**config.mk**
```make
export PLATFORM = sky130hd
export DESIGN_NAME = vec_lane_alu
export DESIGN_NICKNAME = d
export VERILOG_FILES = /design/src/common/vec_types_pkg.sv /design/src/common/vec_ctrl_pkg.sv /design/src/vfu/vec_lane_alu.sv
export SDC_FILE = /design/constraint.sdc
export NUM_CORES = 1
export LEC_CHECK = 0
export BUFFER_PORTS_ARGS = -buffer_cell sky130_fd_sc_hd__buf_4
export CORE_ASPECT_RATIO = 2
export CORE_UTILIZATION = 50
export DETAILED_ROUTE_END_ITERATION = 16
export MAX_ROUTING_LAYER = met4
export PLACE_DENSITY_LB_ADDON = 0.08
export SYNTH_ARGS = -nofsm -noshare
export SYNTH_HDL_FRONTEND = slang
export SYNTH_SLANG_ARGS = --single-unit
```
**constraint.sdc**
```tcl
create_clock -name vclk -period 4.8
set_clock_uncertainty 0.2 [all_clocks]
set_input_delay 0.48 -clock vclk [all_inputs]
set_output_delay 0.48 -clock vclk [all_outputs]
set_load 0.05 [all_outputs]
```
**src/common/vec_types_pkg.sv**
```systemverilog
`default_nettype none

package vec_types_pkg;

    // one lane of a vector register
    typedef logic [31:0] word_t;

    // element width within a lane word
    typedef enum logic [1:0] {
        SEW8  = 2'd0,
        SEW16 = 2'd1,
        SEW32 = 2'd2
    } vsew_t;

    // same lane word seen as bytes, halfwords or a full word
    typedef union packed {
        logic [3:0][7:0]  b;
        logic [1:0][15:0] h;
        word_t            w;
    } elem_word_u;

    // vector register index, v0..v7
    typedef logic [2:0] vreg_sel_t;

    // byte write enables for one lane word
    typedef logic [3:0] byte_en_t;

endpackage

`default_nettype wire
```
**src/common/vec_ctrl_pkg.sv**
```systemverilog
`default_nettype none

package vec_ctrl_pkg;

    typedef enum logic [3:0] {
        VALU_ADD    = 4'd0,
        VALU_SUB    = 4'd1,
        VALU_AND    = 4'd2,
        VALU_OR     = 4'd3,
        VALU_XOR    = 4'd4,
        VALU_MIN    = 4'd5,
        VALU_MAX    = 4'd6,
        VALU_SEQ    = 4'd7,
        VALU_SNE    = 4'd8,
        VALU_SLT    = 4'd9,
        VALU_REDSUM = 4'd10
    } valuop_t;

    // decoded micro-op entering execute
    typedef struct packed {
        valuop_t                valuop;
        logic                   opunsigned;
        vec_types_pkg::vsew_t   vsew;
        vec_types_pkg::vreg_sel_t vs1_sel;
        vec_types_pkg::vreg_sel_t vs2_sel;
        vec_types_pkg::vreg_sel_t vd_sel;
        logic                   use_imm;
        logic                   use_scalar;
        logic [4:0]             imm;
        logic                   sign_ext;
        logic                   mask_en;
        logic [1:0]             uop_num;
    } vcontrol_t;

    // writeback port control, data and byte enables travel per lane
    typedef struct packed {
        logic                     en;
        vec_types_pkg::vreg_sel_t vd;
    } vwb_ctrl_t;

    // control handed to the memory stage
    typedef struct packed {
        vec_types_pkg::vreg_sel_t vd_sel;
        logic [1:0]               uop_num;
        logic [3:0]               lane_mask;
        logic                     is_mask_res;
    } vexmem_ctrl_t;

endpackage

`default_nettype wire

```
**src/vfu/vec_lane_alu.sv**
```systemverilog
`timescale 1ns/1ps
`default_nettype none

module vec_lane_alu (
    input  vec_types_pkg::word_t   opA,
    input  vec_types_pkg::word_t   opB,
    input  vec_types_pkg::vsew_t   vsew,
    input  vec_ctrl_pkg::valuop_t  valuop,
    input  logic                   opunsigned,
    output vec_types_pkg::word_t   res
);
    import vec_types_pkg::*;
    import vec_ctrl_pkg::*;

    elem_word_u a_v;
    elem_word_u b_v;
    elem_word_u r_v;
    logic       is_cmp;

    // widen one element by one bit so signed and unsigned compares share logic
    function automatic logic signed [32:0] ext_elem(input word_t x, input vsew_t sew,
                                                    input logic uns);
        logic top;
        case (sew)
            SEW8: begin
                top = uns ? 1'b0 : x[7];
                return {{25{top}}, x[7:0]};
            end
            SEW16: begin
                top = uns ? 1'b0 : x[15];
                return {{17{top}}, x[15:0]};
            end
            default: begin
                top = uns ? 1'b0 : x[31];
                return {top, x};
            end
        endcase
    endfunction

    // caller keeps only the element-width low bits
    function automatic word_t elem_op(input logic signed [32:0] a,
                                      input logic signed [32:0] b, input valuop_t op);
        word_t r;
        r = '0;
        case (op)
            VALU_ADD: r = a[31:0] + b[31:0];
            VALU_SUB: r = a[31:0] - b[31:0];
            VALU_AND: r = a[31:0] & b[31:0];
            VALU_OR:  r = a[31:0] | b[31:0];
            VALU_XOR: r = a[31:0] ^ b[31:0];
            VALU_MIN: r = (a < b) ? a[31:0] : b[31:0];
            VALU_MAX: r = (a > b) ? a[31:0] : b[31:0];
            VALU_SEQ: r = {31'b0, a == b};
            VALU_SNE: r = {31'b0, a != b};
            VALU_SLT: r = {31'b0, a < b};
            default:  r = b[31:0];
        endcase
        return r;
    endfunction

    assign a_v = opA;
    assign b_v = opB;

    assign is_cmp = valuop == VALU_SEQ || valuop == VALU_SNE || valuop == VALU_SLT;

    always_comb begin
        word_t tmp;
        r_v = '0;
        case (vsew)
            SEW8: begin
                for (int i = 0; i < 4; i++) begin
                    tmp = elem_op(ext_elem({24'b0, a_v.b[i]}, SEW8, opunsigned),
                                  ext_elem({24'b0, b_v.b[i]}, SEW8, opunsigned), valuop);
                    r_v.b[i] = tmp[7:0];
                end
            end
            SEW16: begin
                for (int i = 0; i < 2; i++) begin
                    tmp = elem_op(ext_elem({16'b0, a_v.h[i]}, SEW16, opunsigned),
                                  ext_elem({16'b0, b_v.h[i]}, SEW16, opunsigned), valuop);
                    r_v.h[i] = tmp[15:0];
                end
            end
            default: begin
                r_v.w = elem_op(ext_elem(a_v.w, SEW32, opunsigned),
                                ext_elem(b_v.w, SEW32, opunsigned), valuop);
            end
        endcase
    end

    // compare answer comes from element 0, bit 0 in every view
    always_comb begin
        if (is_cmp) begin
            res = {31'b0, r_v.w[0]};
        end else if (valuop == VALU_REDSUM) begin
            res = opB;
        end else begin
            res = r_v.w;
        end
    end

endmodule

`default_nettype wire

```
== Word-level counts from Yosys, hierarchy flattened ==
Index checks and enable logic that the tools add are counted.
Widths: inputs -> output; s select.

* Input port bits: 71
* Register bits: 0
* Memory bits (writable): 0
* Bits in latches: 0
* Output and inout bits: 32
* Bits in read-only memories: 0
* Memories kept: 0

* Equality and inequality tests: 25
* Div/mod/pow operators: 0
* Mux-type cells: 46
* $add $sub $neg: 14
* Shift-type cells: 0
* Order comparisons: 14
* Bitwise logic cells: 21
* $mul: 0
* Reductions and logical operators: 5

{| class="wikitable"
|+ Operators by type and width
! operator !! count
|-
| $mux 33 || 14
|-
| $pmux 16 s10 || 2
|-
| $pmux 32 s10 || 1
|-
| $pmux 8 s10 || 4
|-
| $eq 33x33->1 || 7
|-
| $gt 33x33->1 || 7
|-
| $lt 33x33->1 || 7
|-
| $ne 33x33->1 || 7
|-
| $mux 32 || 4
|-
| $mux 16 || 4
|-
| $mux 8 || 8
|-
| $pmux 32 s2 || 1
|-
| $add 16x16->16 || 2
|-
| $add 32x32->32 || 1
|-
| $add 8x8->8 || 4
|-
| $and 16x16->16 || 2
|-
| $and 32x32->32 || 1
|-
| $and 8x8->8 || 4
|-
| $or 16x16->16 || 2
|-
| $or 32x32->32 || 1
|-
| $or 8x8->8 || 4
|-
| $sub 16x16->16 || 2
|-
| $sub 32x32->32 || 1
|-
| $sub 8x8->8 || 4
|-
| 13 further kinds || 31
|}

== Depth between registers and ports, before layout ==
* Depth after elaboration: 9
* Depth in mapped cells: 19
* Depth with buffers taken out: 18

== Least setup slack after synthesis ==
No wires, ideal clock.

* Path type: in2out
* Start: input valuop[1]
* End: output res[31]
* Stages: 18
* Slack: -1.288 ns
* Data arrival time: 5.408 ns
* Required time: 4.120 ns
* Cell sequence: clkbuf_1 -> nor3_1 -> and2_1 -> clkbuf_1 -> clkbuf_1 -> clkbuf_1 -> o21ai_0 -> xnor2_1 -> ha_1 -> nand2_1 -> or3_1 -> o211ai_1 -> a31oi_1 -> o41ai_1 -> a221oi_1 -> xnor2_1 -> nand2_1 -> a211oi_1

* Word-level cells in the longest chain between the ends: 5
* Elaborated cells between the ends (all ways): 19
* Classes of those cells: 10 x eq/ne; 6 x mux; 3 x reduce/logical

{| class="wikitable"
|+ RTL lines
! what !! RTL line !! source
|-
| from (decl) || vec_lane_alu.sv:8 || <nowiki>input vec_ctrl_pkg::valuop_t valuop,</nowiki>
|-
| $eq 4x4->1, or another cell as far along || vec_lane_alu.sv:45, vec_lane_alu.sv:64 ||
|-
| $pmux 32 s10, or another cell as far along || vec_lane_alu.sv:45 || <nowiki>case (op)</nowiki>
|-
| $pmux 32 s2 || vec_lane_alu.sv:69 || <nowiki>case (vsew)</nowiki>
|-
| $mux 32 || vec_lane_alu.sv:95 || <nowiki>end else if (valuop == VALU_REDSUM) begin</nowiki>
|-
| $mux 32 (*) || vec_lane_alu.sv:93 || <nowiki>if (is_cmp) begin</nowiki>
|-
| to (decl) || vec_lane_alu.sv:10 || <nowiki>output vec_types_pkg::word_t res</nowiki>
|}

Mark *: on every way between the ends. The rest lies on a longest branch, timed or not.

== Final worst setup path ==
* Start: input valuop[1]
* End: output res[29]

The elaborated chain is that of the path after synthesis.

==> flow_metrics.py <==
metrics = {
    "layout": {
        "fin_nets": 2231,
        "drive_above_1_share": 0.300,
        "clockBufferCount": 0,
        "syn_to_final_growth_pct": 36.8,
        "n_fill_cell": 1981,
        "design.seq.count": 0,
        "register_area_um2": 0,
        "fin_util": 0.696,
    },
    "placement": {
        "io_buffers": 103,
        "detailed_place_hpwl_um": 43600,
        "place_congestion": 1.06,
    },
    "logic_synthesis": {
        "synth_top_area_cell": "ha_1",
        "ys_types": 86,
        "synthesis.nets": 1923,
        "synth_common_cells": "a21oi_1 (198), nor2_1 (172), ha_1 (163), o21ai_0 (112), nand2_1 (108)",
        "syn_avg_cell_area_um2": 6.63,
        "ys_top_cells_by_area": "ha_1 (18%), a21oi_1 (8.9%), xnor2_1 (6.7%)",
        "synth_most_common_cell": "a21oi_1",
        "yosysSeqAreaShare": 0,
        "syn_area_mm2": 0.0112,
        "yosys.area.top_type_share": 0.182,
        "synthCells": 1685,
        "yosysWarningCount": 0,
    },
    "detailed_routing": {
        "wl_met2_um": 26800,
        "drt_first_pass_iters": 7,
        "drc": 0,
        "viasPerCell": 6.90,
        "post_drt_wl_per_cell_um": 25.7,
        "wl_met3_um": 5630,
        "drtAntennaViolNets": 0,
        "vias": 15700,
        "drt_iter0_drc": 1771,
        "finalWirelength_um": 58300,
        "highest_layer": "met4",
        "wl_met1_um": 18100,
    },
    "floorplan": {
        "start_util": 0.509,
        "die_w_um": 108,
        "dieArea_mm2": 0.0230,
        "rows": 77,
        "ioPinCount": 103,
        "core_mm2": 0.0220,
        "die_h_um": 213,
    },
    "sta": {
        "rsz0062_at_grt": "yes",
        "setup_tns_ps": -456,
        "tightest_slew_ps": 1170,
        "timing.final.crit_period_ps": 4960,
        "relSlewSlack": 0.218,
        "timing.final.ws_setup_ps": -164,
        "hold_violations": 0,
        "drv_slew": 0,
        "setup_violations": 5,
        "period_share": 1.03,
        "fmax_mhz": 201,
    },
    "global_route": {
        "grt_max_degree": 41,
        "grtUsageTotal": 0.518,
        "grt_pass1_vias": 15500,
        "antenna_found_initial": 2,
        "grt_pass1_wl_um": 87300,
        "grt_overflow_total": 0,
    },
    "run_status": {
        "violations": "negative setup slack",
        "outcome": "complete, but fails checks",
    },
    "critical_path": {
        "crit_family": "compound AO/OA/AOI/OAI gates",
        "worstSetupStartpointType": "input pin",
        "critPathMaxFanout": 5,
        "cp-end-kind": "output pin",
        "crit_buf_inv": 6,
        "crit_path_cell_trace": "buf_6, nor3_4, nand2_2, buf_6, buf_4, o21ai_1, xnor2_1, ha_1, or3_1, o31a_1, nand2b_4, a21boi_1, o21a_1, or2_2, o41ai_2, buf_4, o41ai_2, buf_4, a221oi_4, buf_6",
        "critical_path.max_stage_delay_ps": 350,
        "arrival_ps": 4280,
        "crit_required_ps": 4120,
        "critPathKind": "in2out",
        "cpMaxStageDelayCell": "or3_1",
    },
    "cts": {
        "hold_buffers": 0,
    },
    "run": {
        "maxCapViolCount": 0,
    },
    "worst_hold_path": {
        "hold_class": "in2out",
    },
}
-- final timing paths --
path,from,cells after the start,slack [ps],end
worst max-delay path,valuop[1],20,-160,res[29]
worst min-delay path,opB[25],4,1270,res[25]
-- cells in the final DEF (no fill, tap or decap), types with 9 or more instances in the layout --
master,instances
a21o_1,27
nand2_1,106
ha_1,158
o21ai_1,15
a221oi_1,18
mux2i_1,63
buf_4,392
o22ai_1,9
a22oi_1,15
xnor2_1,78
a211oi_1,18
buf_6,25
inv_1,77
nor2_1,166
a21oi_2,13
nor3_1,33
nand2b_1,22
o2111ai_1,12
or3_1,9
o21a_1,11
buf_12,12
a31oi_1,16
o211ai_1,28
o21ai_0,94
o221ai_1,43
xor2_1,19
a21oi_1,185
nand3_1,58
nand4_1,11
o21ai_2,9
nor2b_1,13
-- repair_timing --
action / 4_1_cts / 5_1_grt
pin swaps: 37 / 49
gates resized for setup: 70 / 83
endpoints found under the setup margin: 29 / 29
buffers inserted: 22 / 8
endpoints found under the hold margin: 0 / 0
-- per-stage QoR --
stage	setup WS (ps)	cells	area, um^2	hold slack [ps]
finish	-164	2269	15300	1270
global route	-271	2269	15300	1300
CTS	-126	2263	14900	1260
detailed placement	-480	2241	14400	1260
global placement	-488	2241	14400	1260
floorplan	-85.4	1685	11500	996
-- kinds of logic after synthesis --
logic type / count (synthesis) / synth area share
compound gates: 634 / 0.380
simple gates: 496 / 0.210
buf+inv: 218 / 0.0805
mux: 66 / 0.0591
xor+xnor: 104 / 0.0815
fa+ha+maj: 167 / 0.190
-- per-layer routing --
layer	GRT usage	vias to the layer above
met5	-	-
met1	0.483	7137
met3	0.125	523
met2	0.835	1116
li1	-	6880
met4	0.543	0
-- final cells by class --
cell class / count / area (um^2) / share of cell area
diodes: 2 / 5.00 / 0.000327
inverters: 92 / 364 / 0.0238
multi-input cells: 1467 / 11100 / 0.724
well taps: 276 / 345 / 0.0226
repair buffers: 432 / 3510 / 0.230
