`config.mk`:
```
export PLATFORM = sky130hd
export DESIGN_NAME = vec_operand_sel
export DESIGN_NICKNAME = d
export VERILOG_FILES = /design/src/common/vec_types_pkg.sv /design/src/common/vec_ctrl_pkg.sv /design/src/rtl/vec_operand_sel.sv
export SDC_FILE = /design/constraint.sdc
export NUM_CORES = 1
export LEC_CHECK = 0
export ABC_AREA = 1
export BUFFER_PORTS_ARGS = -buffer_cell sky130_fd_sc_hd__buf_2
export CORE_AREA = 8 8 299 301
export DETAILED_ROUTE_END_ITERATION = 12
export DIE_AREA = 0 0 307 309
export GPL_ROUTABILITY_DRIVEN = 0
export PLACE_DENSITY = 0.45
export SYNTH_ARGS = -nofsm -noshare
export SYNTH_HDL_FRONTEND = slang
export SYNTH_SLANG_ARGS = --single-unit
```
`constraint.sdc`:
```
create_clock -name CLK -period 1.1 [get_ports CLK]
set_input_delay 0.11 -clock CLK [delete_from_list [all_inputs] [get_ports CLK]]
set_output_delay 0.11 -clock CLK [all_outputs]
set_load 0.02 [all_outputs]
```
`src/common/vec_types_pkg.sv`:
```
`default_nettype none

package vec_types_pkg;

    // one lane of a vector register
    typedef logic [31:0] word_t;

    // element width within a lane word
    typedef enum logic [1:0] {
        SEW8  = 2'd0,
        SEW16 = 2'd1,
        SEW32 = 2'd2
    } vsew_t;

    // same lane word seen as bytes, halfwords or a full word
    typedef union packed {
        logic [3:0][7:0]  b;
        logic [1:0][15:0] h;
        word_t            w;
    } elem_word_u;

    // vector register index, v0..v7
    typedef logic [2:0] vreg_sel_t;

    // byte write enables for one lane word
    typedef logic [3:0] byte_en_t;

endpackage

`default_nettype wire
```
`src/common/vec_ctrl_pkg.sv`:
```
`default_nettype none

package vec_ctrl_pkg;

    typedef enum logic [3:0] {
        VALU_ADD    = 4'd0,
        VALU_SUB    = 4'd1,
        VALU_AND    = 4'd2,
        VALU_OR     = 4'd3,
        VALU_XOR    = 4'd4,
        VALU_MIN    = 4'd5,
        VALU_MAX    = 4'd6,
        VALU_SEQ    = 4'd7,
        VALU_SNE    = 4'd8,
        VALU_SLT    = 4'd9,
        VALU_REDSUM = 4'd10
    } valuop_t;

    // decoded micro-op entering execute
    typedef struct packed {
        valuop_t                valuop;
        logic                   opunsigned;
        vec_types_pkg::vsew_t   vsew;
        vec_types_pkg::vreg_sel_t vs1_sel;
        vec_types_pkg::vreg_sel_t vs2_sel;
        vec_types_pkg::vreg_sel_t vd_sel;
        logic                   use_imm;
        logic                   use_scalar;
        logic [4:0]             imm;
        logic                   sign_ext;
        logic                   mask_en;
        logic [1:0]             uop_num;
    } vcontrol_t;

    // writeback port control, data and byte enables travel per lane
    typedef struct packed {
        logic                     en;
        vec_types_pkg::vreg_sel_t vd;
    } vwb_ctrl_t;

    // control handed to the memory stage
    typedef struct packed {
        vec_types_pkg::vreg_sel_t vd_sel;
        logic [1:0]               uop_num;
        logic [3:0]               lane_mask;
        logic                     is_mask_res;
    } vexmem_ctrl_t;

endpackage

`default_nettype wire

```
`src/rtl/vec_operand_sel.sv`:
```
`timescale 1ns/1ps
`default_nettype none

module vec_operand_sel #(
    parameter int NUM_LANES = 4
) (
    input  logic                                     CLK,
    input  logic                                     rst,
    input  logic                                     ex_valid,
    input  vec_ctrl_pkg::vcontrol_t                  vctrl,
    input  vec_types_pkg::word_t                     rdat1,
    input  vec_types_pkg::word_t                     rdat2,
    input  vec_types_pkg::word_t [NUM_LANES-1:0]     bank_src1,
    input  vec_types_pkg::word_t [NUM_LANES-1:0]     bank_src2,
    input  vec_types_pkg::word_t [NUM_LANES-1:0]     v0_words,
    output logic                                     s1_valid,
    output vec_ctrl_pkg::vcontrol_t                  s1_ctrl,
    output vec_types_pkg::word_t [NUM_LANES-1:0]     opA,
    output vec_types_pkg::word_t [NUM_LANES-1:0]     opB,
    output logic [4*NUM_LANES-1:0]                   s1_v0
);
    import vec_types_pkg::*;
    import vec_ctrl_pkg::*;

    logic [NUM_LANES*32-1:0] v0_flat;
    logic                    imm_sx;
    word_t                   imm_word;
    word_t                   scalar_word;
    word_t [NUM_LANES-1:0]   sel_a;
    word_t [NUM_LANES-1:0]   sel_b;

    // v0 spans the lanes, lane 0 holds the lowest bits
    assign v0_flat = v0_words;

    // compares always take a signed immediate
    assign imm_sx = vctrl.sign_ext || vctrl.valuop == VALU_SEQ ||
                    vctrl.valuop == VALU_SNE || vctrl.valuop == VALU_SLT;

    always_comb begin
        case (vctrl.vsew)
            SEW8:    imm_word = {4{imm_sx ? {{3{vctrl.imm[4]}}, vctrl.imm}
                                          : {3'b0, vctrl.imm}}};
            SEW16:   imm_word = {2{imm_sx ? {{11{vctrl.imm[4]}}, vctrl.imm}
                                          : {11'b0, vctrl.imm}}};
            default: imm_word = imm_sx ? {{27{vctrl.imm[4]}}, vctrl.imm}
                                       : {27'b0, vctrl.imm};
        endcase
    end

    // scalar cut to element width, then widened to a full word
    always_comb begin
        case (vctrl.vsew)
            SEW8:    scalar_word = vctrl.sign_ext ? {{24{rdat1[7]}}, rdat1[7:0]}
                                                  : {24'b0, rdat1[7:0]};
            SEW16:   scalar_word = vctrl.sign_ext ? {{16{rdat1[15]}}, rdat1[15:0]}
                                                  : {16'b0, rdat1[15:0]};
            default: scalar_word = rdat1;
        endcase
    end

    always_comb begin
        for (int k = 0; k < NUM_LANES; k++) begin
            sel_a[k] = bank_src2[k];
            sel_b[k] = bank_src1[k];
            if (vctrl.use_imm) begin
                sel_b[k] = imm_word;
                // both flags: rs2 stands in for vs2
                if (vctrl.use_scalar) begin
                    sel_a[k] = rdat2;
                end
            end else if (vctrl.use_scalar) begin
                sel_b[k] = scalar_word;
            end
        end
    end

    always_ff @(posedge CLK) begin
        if (rst) begin
            s1_valid <= 1'b0;
        end else begin
            s1_valid <= ex_valid;
        end
    end

    always_ff @(posedge CLK) begin
        if (ex_valid) begin
            s1_ctrl <= vctrl;
            opA     <= sel_a;
            opB     <= sel_b;
            s1_v0   <= v0_flat[4*NUM_LANES-1:0];
        end
    end

endmodule

`default_nettype wire

```
# Word-level counts from Yosys, hierarchy flattened
# Cells that the tools add are included.
totals:
  register_bits: 300
  output_inout_bits: 300
  elab_cells: 53
op_classes:
  n_eq_ne: 4
  mux: 23
  n_reduce_logical: 4
ops:
  columns: ["cell", "count"]
  rows:
  - ["2-to-1 mux 32 bit", 19]
  - ["case mux 32 bit (2 select lines)", 2]
  - ["2-to-1 mux 16 bit", 1]
  - ["== test 4 bit (second input constant)", 2]
  - ["2-to-1 mux 8 bit", 1]
  - ["== test 4 x 3 -> 1 bit (second input constant)", 1]
  - ["logical OR 1 bit", 3]
  - ["== test 2 x 1 -> 1 bit (second input constant)", 1]
  - ["zero test 2 bit", 1]

# Logic depth before layout (Yosys ltp)
depth:
  word_depth: 7
  mapped_depth: 10
  ltp_nobuf: 8

# Worst setup path after synthesis
# Ideal clock, no wire load.
synth_timing:
  path_type: "input port to flip-flop"
  start: "input vctrl[21] (netlist name)"
  end: "register opB[122] (netlist name) (data pin)"
  setup_ns: 0.253
  arrival_ns: 0.867
  required_ns: 0.847
  path_slack_ns: -0.020
  cell_stages: 7
  n_path_buf: 2
  path_cell_list: "buf_6 -> inv_8 -> nand2_4 -> buf_12 -> or2_1 -> nand2_4 -> nand2_1"
synth_lines:
  columns: ["element", "line_no", "source"]
  rows:
  - ["start: declaration", "vec_operand_sel.sv:10", "input vec_ctrl_pkg::vcontrol_t vctrl,"]
  - ["end signal: assignment", "vec_operand_sel.sv:89", "opB <= sel_b;"]
  - ["end: declaration", "vec_operand_sel.sv:19", "output vec_types_pkg::word_t [NUM_LANES-1:0] opB,"]

# Worst setup path after layout
layout_timing:
  start: "register opB[28] (netlist name)"
  end: "output opB[28] (netlist name)"
# No word-level cell between the ends.

==> implementation parameters <==
Parameter                              Value

Status
  Run status ... complete, but fails checks
  Violated checks ... negative setup slack

Synth
  Post-synthesis instance area ... 0.0130 mm^2
  Portion of synthesized cell area occupied by the leading cell type ... 0.690
  Net count of the mapped netlist ... 1716
  Mapped Avg Cell Area ... 10.5 um^2
  Leading post-synthesis cells by cell area ... edfxtp_1 (69%), nand2_1 (20%), a21oi_1 (1.2%)
  Synthesized instance count ... 1238
  Number of synthesized register bits ... 300
  Count of synthesis-stage warnings from yosys ... 0
  Most instantiated flip-flop cell in the synthesis netlist ... edfxtp_1
  Number of enable-type register cells in the synthesized netlist ... 299
  Ys async rst share ... 0
  Number of unique standard cell types used by synthesis ... 25
  Cell type with the highest aggregate area in the netlist ... edfxtp_1
  Most instantiated cells after synthesis ... nand2_1 (679), edfxtp_1 (299), inv_1 (37), a21oi_1 (32), o21ai_0 (30)
  Cell with the most instances after synthesis ... nand2_1
  Sequential fraction of the synthesis area ... 0.692

Place
  Placed cell count ... 3085
  Port-buffer cells ... 665
  HPWL after DPL ... 51.1 mm

Global route
  Antenna violations before repair ... 13
  Largest net degree at the start of global routing ... 53
  Global Route Usage Sum ... 0.130
  Overall overflow remaining after global route ... 0
  Number of global-route vias before repair ... 13800
  First-pass GRT wire length ... 92.1 mm

STA
  Setup violations, final ... 299
  Maximum clock frequency ... 765 MHz
  Pin slew with the least headroom to its limit ... 0.346 ns
  Final worst setup slack ... -0.207 ns
  RSZ-0062 raised after global routing ... true
  Final sum of negative setup slack ... -28.37 ns
  Final Hold Vio Count ... 0
  Total count of max-transition violations in the final report ... 0
  Tightest slew margin relative to the limit ... 0.769
  Ratio of final minimum period to clock period ... 1.19
  Shortest clock period the worst path allows after layout ... 1.31 ns

CTS
  CTS Sinks ... 300
  CTS tree ... built
  # H-tree levels ... 2
  Number of setup buffers added after CTS ... 0
  Max clock buf depth ... 3
  Worst-path clk slew ... 0.05 ns
  CTS Root Cell ... clkbuf_16
  Clock buffers created by TritonCTS ... 38

Drt
  DRC ... 0
  Drt first-iter violations ... 677
  Count of antenna-violating nets left after detailed routing ... 0
  Average via count per standard cell ... 3.71
  Routed Wire Length ... 65.7 mm
  TritonRoute pass-1 iters ... 7
  Routed wirelength normalized by instance count ... 18.9 um
  Vias after detailed routing ... 12900

Power
  Leakage power ... 11.6 nW
  IR drop worst, VDD ... 0.731 mV
  Power density normalized to cell area ... 1400 mW/mm^2
  Total power draw ... 34.6 mW

Critical path
  Sort of element at the end of the critical path ... output pin
  Crit path largest cell delay ... 0.46 ns
  Ordered list of cells on the worst path ... buf_6
  Number of buffer and inverter stages on the critical path ... 1
  Setup crit start ... opB[28]
  Category of the most critical setup path ... reg2out
  Launching element type of the critical path ... register
  Data arrival, critical path ... 1.20 ns
  Critical path fanouts, max ... 1
  Endpoint of the most critical setup path ... opB[28]
  Delay-heaviest family, CP ... flip-flops
  Critical path required time ... 0.99 ns
  Critical-path top delay cell ... edfxtp_1
  Count of cell instances traversed by the critical path ... 1

Finish
  Fraction of layout instances using a drive strength above 1 ... 0.370
  Post-layout util ... 0.291
  Fill count ... 8872
  Non-Filler Instances ... 3481
  Synth-to-layout area growth ... 89.5%
  Nets ... 2780

Floorplan
  Total number of placement rows ... 107
  Die Width ... 307 um
  Overall die height ... 309 um
  Number of ports placed on the die boundary ... 778
  Die footprint ... 0.0949 mm^2
  Initial Util ... 0.154
  Core box area ... 0.0846 mm^2

Job
  Max-Cap Viols ... 0

Hold path
  Hold Crit Class ... in2reg
==> final cells by class <==
cell class                      count  area (um^2)  share of cell area
Sequential cell                   300         9000               0.365
Timing Repair Buffer             1084         9350               0.379
Antenna cell                        5         12.5            0.000508
Tap cell                         1144         1430              0.0581
Inverter                           41          165             0.00670
Multi-Input combinational cell    837         3500               0.142
Clock inverter                     26          218             0.00883
Clock buffer                       44          973              0.0395
==> report_power, final <==
group          internal [mW]  switching, mW  total (mW)
clock network           7.07           5.11        12.2
registers               13.9          0.577        14.5
logic                   3.83           4.09        7.92
total                   24.8           9.77        34.6
==> logic make-up (layout without fill, tap and decap cells) <==
logic type | count (synthesis) | in the layout | share of synthesized area
simple gates | 751 | 751 | 0.232
flops | 300 | 300 | 0.692
buf+inv | 101 | 1195 | 0.0397
compound gates | 86 | 86 | 0.0365
other cells | 0 | 5 | 0
==> layer usage <==
metal / vias to the layer above / global-route usage / wire length (um)
met5: - / 0 / 79
met4: 12 / 0.0445 / 2290
met3: 113 / 0.0604 / 6840
met2: 552 / 0.222 / 31600
met1: 6017 / 0.141 / 24800
li1: 6226 / - / -
==> through the flow <==
step	hold WS [ns]	setup WS [ns]	instance area, um^2
finish	0.0181	-0.207	24700
global route	0.0298	-0.280	24600
CTS	0.00769	-0.300	24100
detailed placement	0.268	-0.408	18500
global placement	0.266	-0.389	18500
floorplan	0.181	-0.00988	13000
==> sequential cells by signal (all words and copies together) (netlist names) <==
name and cells:
s1_v0 16, opB 128, s1_ctrl 27, s1_valid 1, opA 128
==> cell usage in the layout (no fill, tap or decap), types with 2 or more instances in the layout <==
cell type | netlist | routed
nand2_1 | 679 | 678
clkinv_2 | 0 | 6
buf_2 | 29 | 384
nand2_4 | 8 | 9
buf_4 | 6 | 74
diode_2 | 0 | 5
clkbuf_16 | 0 | 38
a21oi_1 | 32 | 32
buf_6 | 7 | 279
bufinv_16 | 0 | 3
nand2_2 | 17 | 17
inv_6 | 0 | 2
or2_1 | 4 | 4
o21ai_0 | 30 | 30
o21ai_1 | 20 | 20
clkinvlp_4 | 0 | 2
clkbuf_1 | 16 | 6
nand3_1 | 13 | 13
dlygate4sd3_1 | 0 | 321
a21oi_4 | 4 | 4
edfxtp_1 | 299 | 299
clkinv_1 | 0 | 12
nor2_1 | 18 | 18
inv_1 | 37 | 37
buf_12 | 1 | 25
nand3_2 | 10 | 10
==> worst min path at each step <==
stage / startpoint / end / slack (ns) / cells after the start
after CTS: bank_src1[113] / opB[113] / 0.008 / 5
final: rdat2[29] / opA[29] / 0.02 / 3
after global routing: rdat2[29] / opA[61] / 0.03 / 3
after global placement: rst / s1_valid / 0.27 / 2
after floorplan: rst / s1_valid / 0.18 / 1
after detailed placement: rst / s1_valid / 0.27 / 2
==> what timing repair did <==
item | CTS | global route
resized for setup | 383 | 183
setup endpoints to repair | 300 | 300
endpoints found under the hold margin | 293 | 0
hold buffers | 321 | 0
gates cloned | 0 | 0
Note: power is estimated with default switching activity, not from simulation.
