## src/common/vec_types_pkg.sv

```systemverilog
`default_nettype none

package vec_types_pkg;

    // one lane of a vector register
    typedef logic [31:0] word_t;

    // element width within a lane word
    typedef enum logic [1:0] {
        SEW8  = 2'd0,
        SEW16 = 2'd1,
        SEW32 = 2'd2
    } vsew_t;

    // same lane word seen as bytes, halfwords or a full word
    typedef union packed {
        logic [3:0][7:0]  b;
        logic [1:0][15:0] h;
        word_t            w;
    } elem_word_u;

    // vector register index, v0..v7
    typedef logic [2:0] vreg_sel_t;

    // byte write enables for one lane word
    typedef logic [3:0] byte_en_t;

endpackage

`default_nettype wire
```

## src/rtl/vec_bank.sv

```systemverilog
`timescale 1ns/1ps
`default_nettype none

module vec_bank #(
    parameter int NUM_VREGS = 8
) (
    input  logic                      CLK,
    input  logic                      rst,
    input  vec_types_pkg::vreg_sel_t  vs1,
    input  vec_types_pkg::vreg_sel_t  vs2,
    input  vec_types_pkg::vreg_sel_t  vw,
    input  logic                      wen,
    input  vec_types_pkg::byte_en_t   byte_wen,
    input  vec_types_pkg::word_t      wdata,
    output vec_types_pkg::word_t      vdat1,
    output vec_types_pkg::word_t      vdat2,
    output vec_types_pkg::word_t      v0
);
    import vec_types_pkg::*;

    word_t [NUM_VREGS-1:0] regs;

    always_ff @(posedge CLK) begin
        if (rst) begin
            regs <= '0;
        end else if (wen) begin
            // only enabled bytes change
            for (int i = 0; i < 4; i++) begin
                if (byte_wen[i]) begin
                    regs[vw][i*8 +: 8] <= wdata[i*8 +: 8];
                end
            end
        end
    end

    // reads are combinational, no write bypass
    assign vdat1 = regs[vs1];
    assign vdat2 = regs[vs2];
    assign v0    = regs[0];

endmodule

`default_nettype wire

```

## config.mk

```make
export PLATFORM = sky130hd
export DESIGN_NAME = vec_bank
export DESIGN_NICKNAME = d
export VERILOG_FILES = /design/src/common/vec_types_pkg.sv /design/src/rtl/vec_bank.sv
export SDC_FILE = /design/constraint.sdc
export NUM_CORES = 1
export LEC_CHECK = 0
export BUFFER_PORTS_ARGS = -buffer_cell sky130_fd_sc_hd__buf_4
export CAP_MARGIN = 0
export CORE_MARGIN = 3
export CORE_UTILIZATION = 65
export CTS_CLUSTER_SIZE = 14
export DETAILED_ROUTE_END_ITERATION = 10
export HOLD_SLACK_MARGIN = 0.05
export PLACE_DENSITY = 0.95
export SKIP_CTS_REPAIR_TIMING = 1
export SYNTH_ARGS = -nofsm -noshare
export SYNTH_HDL_FRONTEND = slang
export SYNTH_SLANG_ARGS = --single-unit
```

## constraint.sdc

```tcl
create_clock -name CLK -period 3.5 [get_ports CLK]
set_input_delay 0.7 -clock CLK [delete_from_list [all_inputs] [get_ports CLK]]
set_output_delay 0.7 -clock CLK [all_outputs]
set_load 0.05 [all_outputs]
```

# [Yosys cells after proc, flatten, opt, wreduce, memory -nomap -nowiden]
# Index checks and enable logic that the tools add are counted.
[totals] ff_bits=256 elab_cells=39
[classes] n_lt_le_gt_ge=4 mux=26 n_reduce_logical=1
[op_table] cell="$mux W256" n=10
[op_table] cell="$bwmux W256" n=4
[op_table] cell="$demux W32 S3" n=4
[op_table] cell="$bmux W32 S3" n=2
[op_table] cell="$mux W32" n=3
[op_table] cell="$mux W24" n=1
[op_table] cell="$mux W16" n=1
[op_table] cell="$lt A3 B4 Y1 const B" n=3
[op_table] cell="$mux W8" n=1
[op_table] cell="$ge A3 B1 Y1 const B" n=1
[op_table] cell="$logic_and A1 B1 Y1" n=1

# [Logic depth before layout (Yosys ltp)]
# Gate-level depths: netlist (run 1).
[logic_depth] depth_word=18 depth_mapped=6 depth_no_buf=3

# [Worst setup path after synthesis (run 1)]
# Ideal clock, no wire load.
[synth_timing] path_kind="input -> output" from="input port vs1[1]" to="output port vdat1[25]" arrival_time_ns=1.929 t_required_ns=2.800 slack_ns=0.871 stages=5 path_buffers=3 path_cell_list="buf_6 > buf_2 > buf_2 > mux4_2 > mux2_2"
[synth_between] elab_chain_cells=2
[synth_lines] element="start: declaration" line="vec_bank.sv:9" source="input vec_types_pkg::vreg_sel_t vs1,"
[synth_lines] element="$bmux W32 S3" line="vec_bank.sv:37" source="assign vdat1 = regs[vs1];"
[synth_lines] element="$mux W32 (implied by the code)" line="vec_bank.sv:37"
[synth_lines] element="end: declaration" line="vec_bank.sv:15" source="output vec_types_pkg::word_t vdat1,"
# Every way passes these cells. The select of a mux whose other input is x is not followed.

# [Final worst setup path (run 1)]
[layout_timing] from="input port vs1[1]" to="output port vdat1[18]"
# The elaborated chain is that of the path after synthesis.

==> out/qor.yml, run 1 <==
floorplan:
  dieArea_um2: 24230
  fp.coreArea_um2: 21890
  start_util: 0.6651
  die_h_um: 155.7
  rows: 54
  chipWidth_um: 155.7
  io_pins: 144
sta:
  setup_violations: 0
  final-hold-violation-count: 0
  fmax_ghz: 0.3296
  rsz0062_at_grt: "no"
  fin_skew_ns: 0
  slew_violations: 0
  finalCritPeriodShare: 0.8667
  min_period_ns: 3.034
  setup-tns-final_ns: 0
  tightest_slew_ns: 0.7356
  setup_ws_ns: 0.4665
  holdWs_ns: 0.4852
  relSlewSlack: 0.5084
cts:
  cts.sinks: 256
  cts_root_buf: "clkbuf_16"
  clock_path_buffers: 3
  htreeDepth: 1
  cts_tree: "built"
  clock_latency_ns: 0.52
  cts_buffers: 27
  path_clk_slew_ns: 0.06
layout:
  num-fill-cells: 1386
  fin_cells: 1531
  utilization: 0.7436
  area_growth_pct: 11.81
  nets: 1278
  drive_gt1_frac: 0.2744
yosys:
  synth_cell_types: 24
  yosys.area.top_type: "dfxtp_1"
  syn_area_um2: 14560
  ys.warnings.count: 0
  ys_ff_latch: 256
  netlist_top_cells_area: "dfxtp_1, mux2i_1, mux4_1"
  ys_seq_area_frac: 0.3520
  postSynthAreaPerCell_um2: 12.22
  synthDominantCellAreaShare: 0.3520
  synth_nets: 1239
  synth_cells: 1191
min_path:
  min_path_type: "flop to flop"
  min_to: "regs[59]$_SDFFE_PP0P_"
  hold_start: "regs[59]$_SDFFE_PP0P_"
  min_path_cells: 2
placement:
  dp_hpwl_mm: 22.63
  placed_cells: 1481
  gp_congestion: 0.8398
  port_buffers: 143
  pre_cts_ws_ns: 0.4740
global_route:
  grt.total_usage: 0.2849
  gr-total-overflow: 0
  antenna_found_initial: 1
  grt_pass1_wl_mm: 55.49
  grt_max_degree: 63
  grt_pass1_vias: 10230
detailed_routing:
  dr.pass1.iters: 5
  ant_nets: 0
  num_vias: 9737
  wl_per_cell_um: 22.88
  via_per_inst: 6.360
  wirelength_mm: 35.03
  drc: 0
  drt_iter0_drc: 737
critical_path:
  slowest_delay_ns: 0.57
  r2r_start: "v0[29]$_SDFFE_PP0P_"
  crit_path_start_kind: "input pin"
  path_class: "input pin to output port"
  cp.arrival_ns: 2.33
  crit_top_cell: "buf_4"
  cp_cell_sequence: "buf_4, buf_12, mux4_1, mux2_2, buf_4"
  worstPathRequired_ns: 2.80
  regToRegSetupSlack_ns: 2.72
  regToRegEndpoint: "v0[29]$_SDFFE_PP0P_"
  cp_slowest_cell: "mux4_1"
  worstPathMaxFanout: 17
  end_kind: "output port"
  reg2regPathDepth: 2
power:
  p_leak_nw: 7.855
  powerDensity_nw_per_um2: 403.3
  ir_drop_mv: 0.3659
flow_run:
  maxCapViolations: 0
run_status:
  outcome: "finished clean"
-- kinds of logic after synthesis --
family                 Yosys count  share of synthesized area
muxes                          448                     0.4437
and+or+nand+nor                336                     0.1429
DFF                            256                     0.3520
buffers and inverters          151                    0.06136
-- Yosys cell counts --
cell      count
and2_1        5
and3_1        4
and3b_1       5
buf_1        15
buf_2        19
buf_4        38
buf_6        20
clkbuf_1     55
clkbuf_2      2
clkbuf_4      2
dfxtp_1     256
mux2_2       58
mux2_4        6
mux2i_1     256
mux4_1       71
mux4_2       55
mux4_4        2
nand2_1      15
nand2_2      11
nand2b_1    288
nand3_2       2
nand3b_1      1
nor2_1        2
nor2b_1       3
-- layout make-up --
cell class,count,area (um2),share of cell area
clock inverter,16,177.7,0.01091
clock buffer,33,748.2,0.04596
sequential,256,5125,0.3148
multi-input combinational,784,8541,0.5247
tap,280,350.3,0.02152
antenna,1,2.502,0.0001537
timing repair buffer,161,1334,0.08194
-- worst max-delay path, delay by kind of cell --
kind | cells | cell delay (ns)
buffers and inverters | 3 | 0.74
multiplexers | 2 | 0.87
-- power by group --
group	internal [W]	leakage [nW]	switching, W
Combinational	0.000281	5.35	0.000337
Clock	0.00175	0.441	0.00122
Sequential	0.00295	2.07	0.0000322
Total	0.00498	7.85	0.00159
-- sequential cells by signal, summed over array words and instances, names as in the netlist --
name and count:
regs 224, v0 32
-- placed cells by master (no fill, tap or decap), types with 3 or more instances in the layout --
cell type,Yosys,routed
and2_1,5,5
and3_1,4,4
and3b_1,5,5
buf_12,0,10
buf_4,38,151
bufinv_16,0,3
clkbuf_16,0,27
clkbuf_8,0,5
clkinv_2,0,5
clkinvlp_4,0,6
dfxtp_1,256,256
mux2_2,58,58
mux2_4,6,6
mux2i_1,256,256
mux4_1,71,71
mux4_2,55,55
nand2_1,15,15
nand2_2,11,11
nand2b_1,288,288
nor2b_1,3,3
-- worst max-delay path by stage --
stage / start / end
6_report: vs1[1] / vdat1[18]
2_1_floorplan: vs1[1] / vdat1[25]
3_3_place_gp: vs1[1] / vdat1[30]
4_1_cts: vs1[1] / vdat1[18]
5_1_grt: vs1[1] / vdat1[18]
3_5_place_dp: vs1[1] / vdat1[18]
-- per-stage QoR --
step | cell area (um2) | total power (W)
after CTS | 16280 | 0.006588
final | 16280 | 0.006564
after global placement | 15350 | 0.003643
after floorplan | 14560 | 0.003509
after detailed placement | 15350 | 0.003660
after global routing | 16280 | 0.006731
-- routing by layer --
| layer | part of all wire | global-route usage |
|---|---|---|
| met1 | 0.40 | 0.3775 |
| met2 | 0.49 | 0.4722 |
| met3 | 0.075 | 0.06130 |
| met4 | 0.027 | 0.09129 |
| met5 | 0.00057 | 0 |
(Power assumes the default switching activity.)
==> run 2: changes to the inputs <==
--- a/config.mk
+++ b/config.mk
@@ -12,7 +12,7 @@
 export CTS_CLUSTER_SIZE = 14
 export DETAILED_ROUTE_END_ITERATION = 10
 export HOLD_SLACK_MARGIN = 0.05
-export PLACE_DENSITY = 0.95
+export PLACE_DENSITY = 0.84
 export SKIP_CTS_REPAIR_TIMING = 1
 export SYNTH_ARGS = -nofsm -noshare
 export SYNTH_HDL_FRONTEND = slang
==> run 2 against run 1 <==
Effect of this change: count of clock-buffer cells in the layout is 4 higher; clock power is 16% higher; clock skew stayed put; via count is 1.2% lower; routed wire length is 1.5% lower; highest routed layer unchanged.
==> out/qor.yml, run 2 (synthesis gave the netlist of run 1 again) <==
placement:
  dpl_cell_area_um2: 15360  # was 15350 um2
  pre_cts_ws_ns: 0.4645  # was 0.4740 ns
  dp_hpwl_mm: 21.87  # was 22.63 mm
  gp_congestion: 0.8246  # was 0.8398
  port_buffers: 143  # unchanged
cts:
  htreeDepth: 1  # unchanged
  cts_tree: "built"  # unchanged
  cts.sinks: 256  # unchanged
  cts_root_buf: "clkbuf_16"  # unchanged
  clock_path_buffers: 3  # unchanged
  cts_buffers: 28  # was 27
  path_clk_slew_ns: 0.06  # about the same
  clock_latency_ns: 0.52  # about the same
floorplan:
  fp.coreArea_um2: 21890  # unchanged
  chipWidth_um: 155.7  # unchanged
  io_pins: 144  # unchanged
  start_util: 0.6651  # unchanged
  die_h_um: 155.7  # unchanged
  rows: 54  # unchanged
  dieArea_um2: 24230  # unchanged
sta:
  finalCritPeriodShare: 0.8705  # was 0.8667
  slew_violations: 0  # unchanged
  final-hold-violation-count: 0  # unchanged
  setup-tns-final_ns: 0  # unchanged
  min_period_ns: 3.047  # was 3.034 ns
  setup_ws_ns: 0.4531  # was 0.4665 ns
  fmax_ghz: 0.3282  # was 0.3296 GHz
  rsz0062_at_grt: "no"  # unchanged
  holdWs_ns: 0.4849  # was 0.4852 ns
  setup_violations: 0  # unchanged
  relSlewSlack: 0.5210  # was 0.5084
  fin_skew_ns: 0  # unchanged
  tightest_slew_ns: 0.7185  # was 0.7356 ns
critical_path:
  end_kind: "output port"  # unchanged
  worstPathMaxFanout: 28  # was 17
  path_class: "input pin to output port"  # unchanged
  worstPathRequired_ns: 2.80  # about the same
  crit_path_start_kind: "input pin"  # unchanged
  regToRegSetupSlack_ns: 2.74  # was 2.72 ns
  cp.arrival_ns: 2.35  # was 2.33 ns
layout:
  final_common_cell: "nand2b_1"  # unchanged
  largest_reg_flops: 224  # unchanged
  fin_area_um2: 16440  # was 16280 um2
  area_growth_pct: 12.94  # was 11.81%
  regMostFlops: "regs"  # unchanged
  nets: 1280  # was 1278
  n_antenna_cell: 0  # was 1
  mostFrequentLayoutCells: "nand2b_1, mux2i_1, dfxtp_1"  # unchanged
  drive_gt1_frac: 0.2745  # was 0.2744
detailed_routing:
  drt_iter0_drc: 692  # was 737
  wirelength_mm: 34.49  # was 35.03 mm
  drc: 0  # unchanged
  num_vias: 9616  # was 9737
  ant_nets: 0  # unchanged
  via_per_inst: 6.273  # was 6.360
  dr.pass1.iters: 5  # unchanged
  wl_per_cell_um: 22.50  # was 22.88 um
run_status:
  outcome: "finished clean"  # unchanged
power:
  powerDensity_nw_per_um2: 427.3  # was 403.3 nW/um2
  power.switching_w: 0.001590  # was 0.001587 W
  ir_drop_mv: 0.4141  # was 0.3659 mV
  swShare: 0.2263  # was 0.2417
  power_frac_seq: 0.425  # was 0.455
  internal_power_w: 0.005435  # was 0.004978 W
  clockPowerShare: 0.487  # was 0.451
  p_leak_nw: 7.950  # was 7.855 nW
  combPwrFrac: 0.088  # was 0.094
global_route:
  antenna_found_initial: 1  # unchanged
  grt_pass1_wl_mm: 54.92  # was 55.49 mm
  gr-total-overflow: 0  # unchanged
  top_usage_layer: "met2"  # unchanged
  grt_max_degree: 71  # was 63
  met1_usage: 0.3880  # was 0.3775
  use_met3: 0.05714  # was 0.06130
  grt.total_usage: 0.2820  # was 0.2849
  grt_pass1_vias: 9928  # was 10.23k
  grtUsageMet2: 0.4687  # was 0.4722
flow_run:
  maxCapViolations: 0  # unchanged
min_path:
  min_path_type: "flop to flop"  # unchanged
-- run 2: cell count changes in the layout (fill, tap and decap cells not counted) --
cell / before / now
clkbuf_16: 27 / 29
diode_2: 1 / 0
clkinv_4: 2 / 1
clkinvlp_4: 6 / 1
bufinv_16: 3 / 8
buf_6: 0 / 1
clkinv_2: 5 / 4
clkbuf_1: 1 / 3
-- run 2: path summary, 6_finish.rpt --
check,from,endpoint,depth (start not counted)
max reg2reg,v0[31]$_SDFFE_PP0P_,v0[31]$_SDFFE_PP0P_,2
min,regs[44]$_SDFFE_PP0P_,regs[44]$_SDFFE_PP0P_,2
min reg2reg,regs[44]$_SDFFE_PP0P_,regs[44]$_SDFFE_PP0P_,2
max,vs2[0],vdat2[20],5
-- run 2: area by class of cell --
type                       count  area, um2
clock buffer                  37      805.8
tap                          280      350.3
fill                        1449       5448
timing repair buffer         162       1345
clock inverter                14      276.5
multi-input combinational    784       8541
sequential                   256       5125
-- run 2: stage by stage --
step	power, W	util	std cells
floorplan	0.003509	-	1191
detailed placement	0.003663	0.7017	1482
finish	0.007026	0.7511	1533
global placement	0.003653	0.7017	1482
global route	0.007220	0.7511	1533
CTS	0.007068	0.7511	1533
-- run 2: metal layers --
layer  vias up  share of wire
met4         2          0.016
met3        49          0.063
li1       4379              -
met2       312           0.49
met1      4874           0.43
met5         -        0.00058
-- run 2: worst max-delay path: stages --
cell and delay, ns:
buf_4 0.27, buf_12 0.28, mux4_1 0.60, mux2_2 0.29, buf_4 0.19
-- run 2: power groups by stage --
stage / clock network [W] / logic (W) / registers (W)
6_report: 0.00342 / 0.000621 / 0.00298
4_1_cts: 0.00347 / 0.000621 / 0.00298
3_3_place_gp: 0 / 0.000609 / 0.00304
5_1_grt: 0.00358 / 0.000654 / 0.00299
2_1_floorplan: 0 / 0.000475 / 0.00303
3_5_place_dp: 0 / 0.000617 / 0.00305
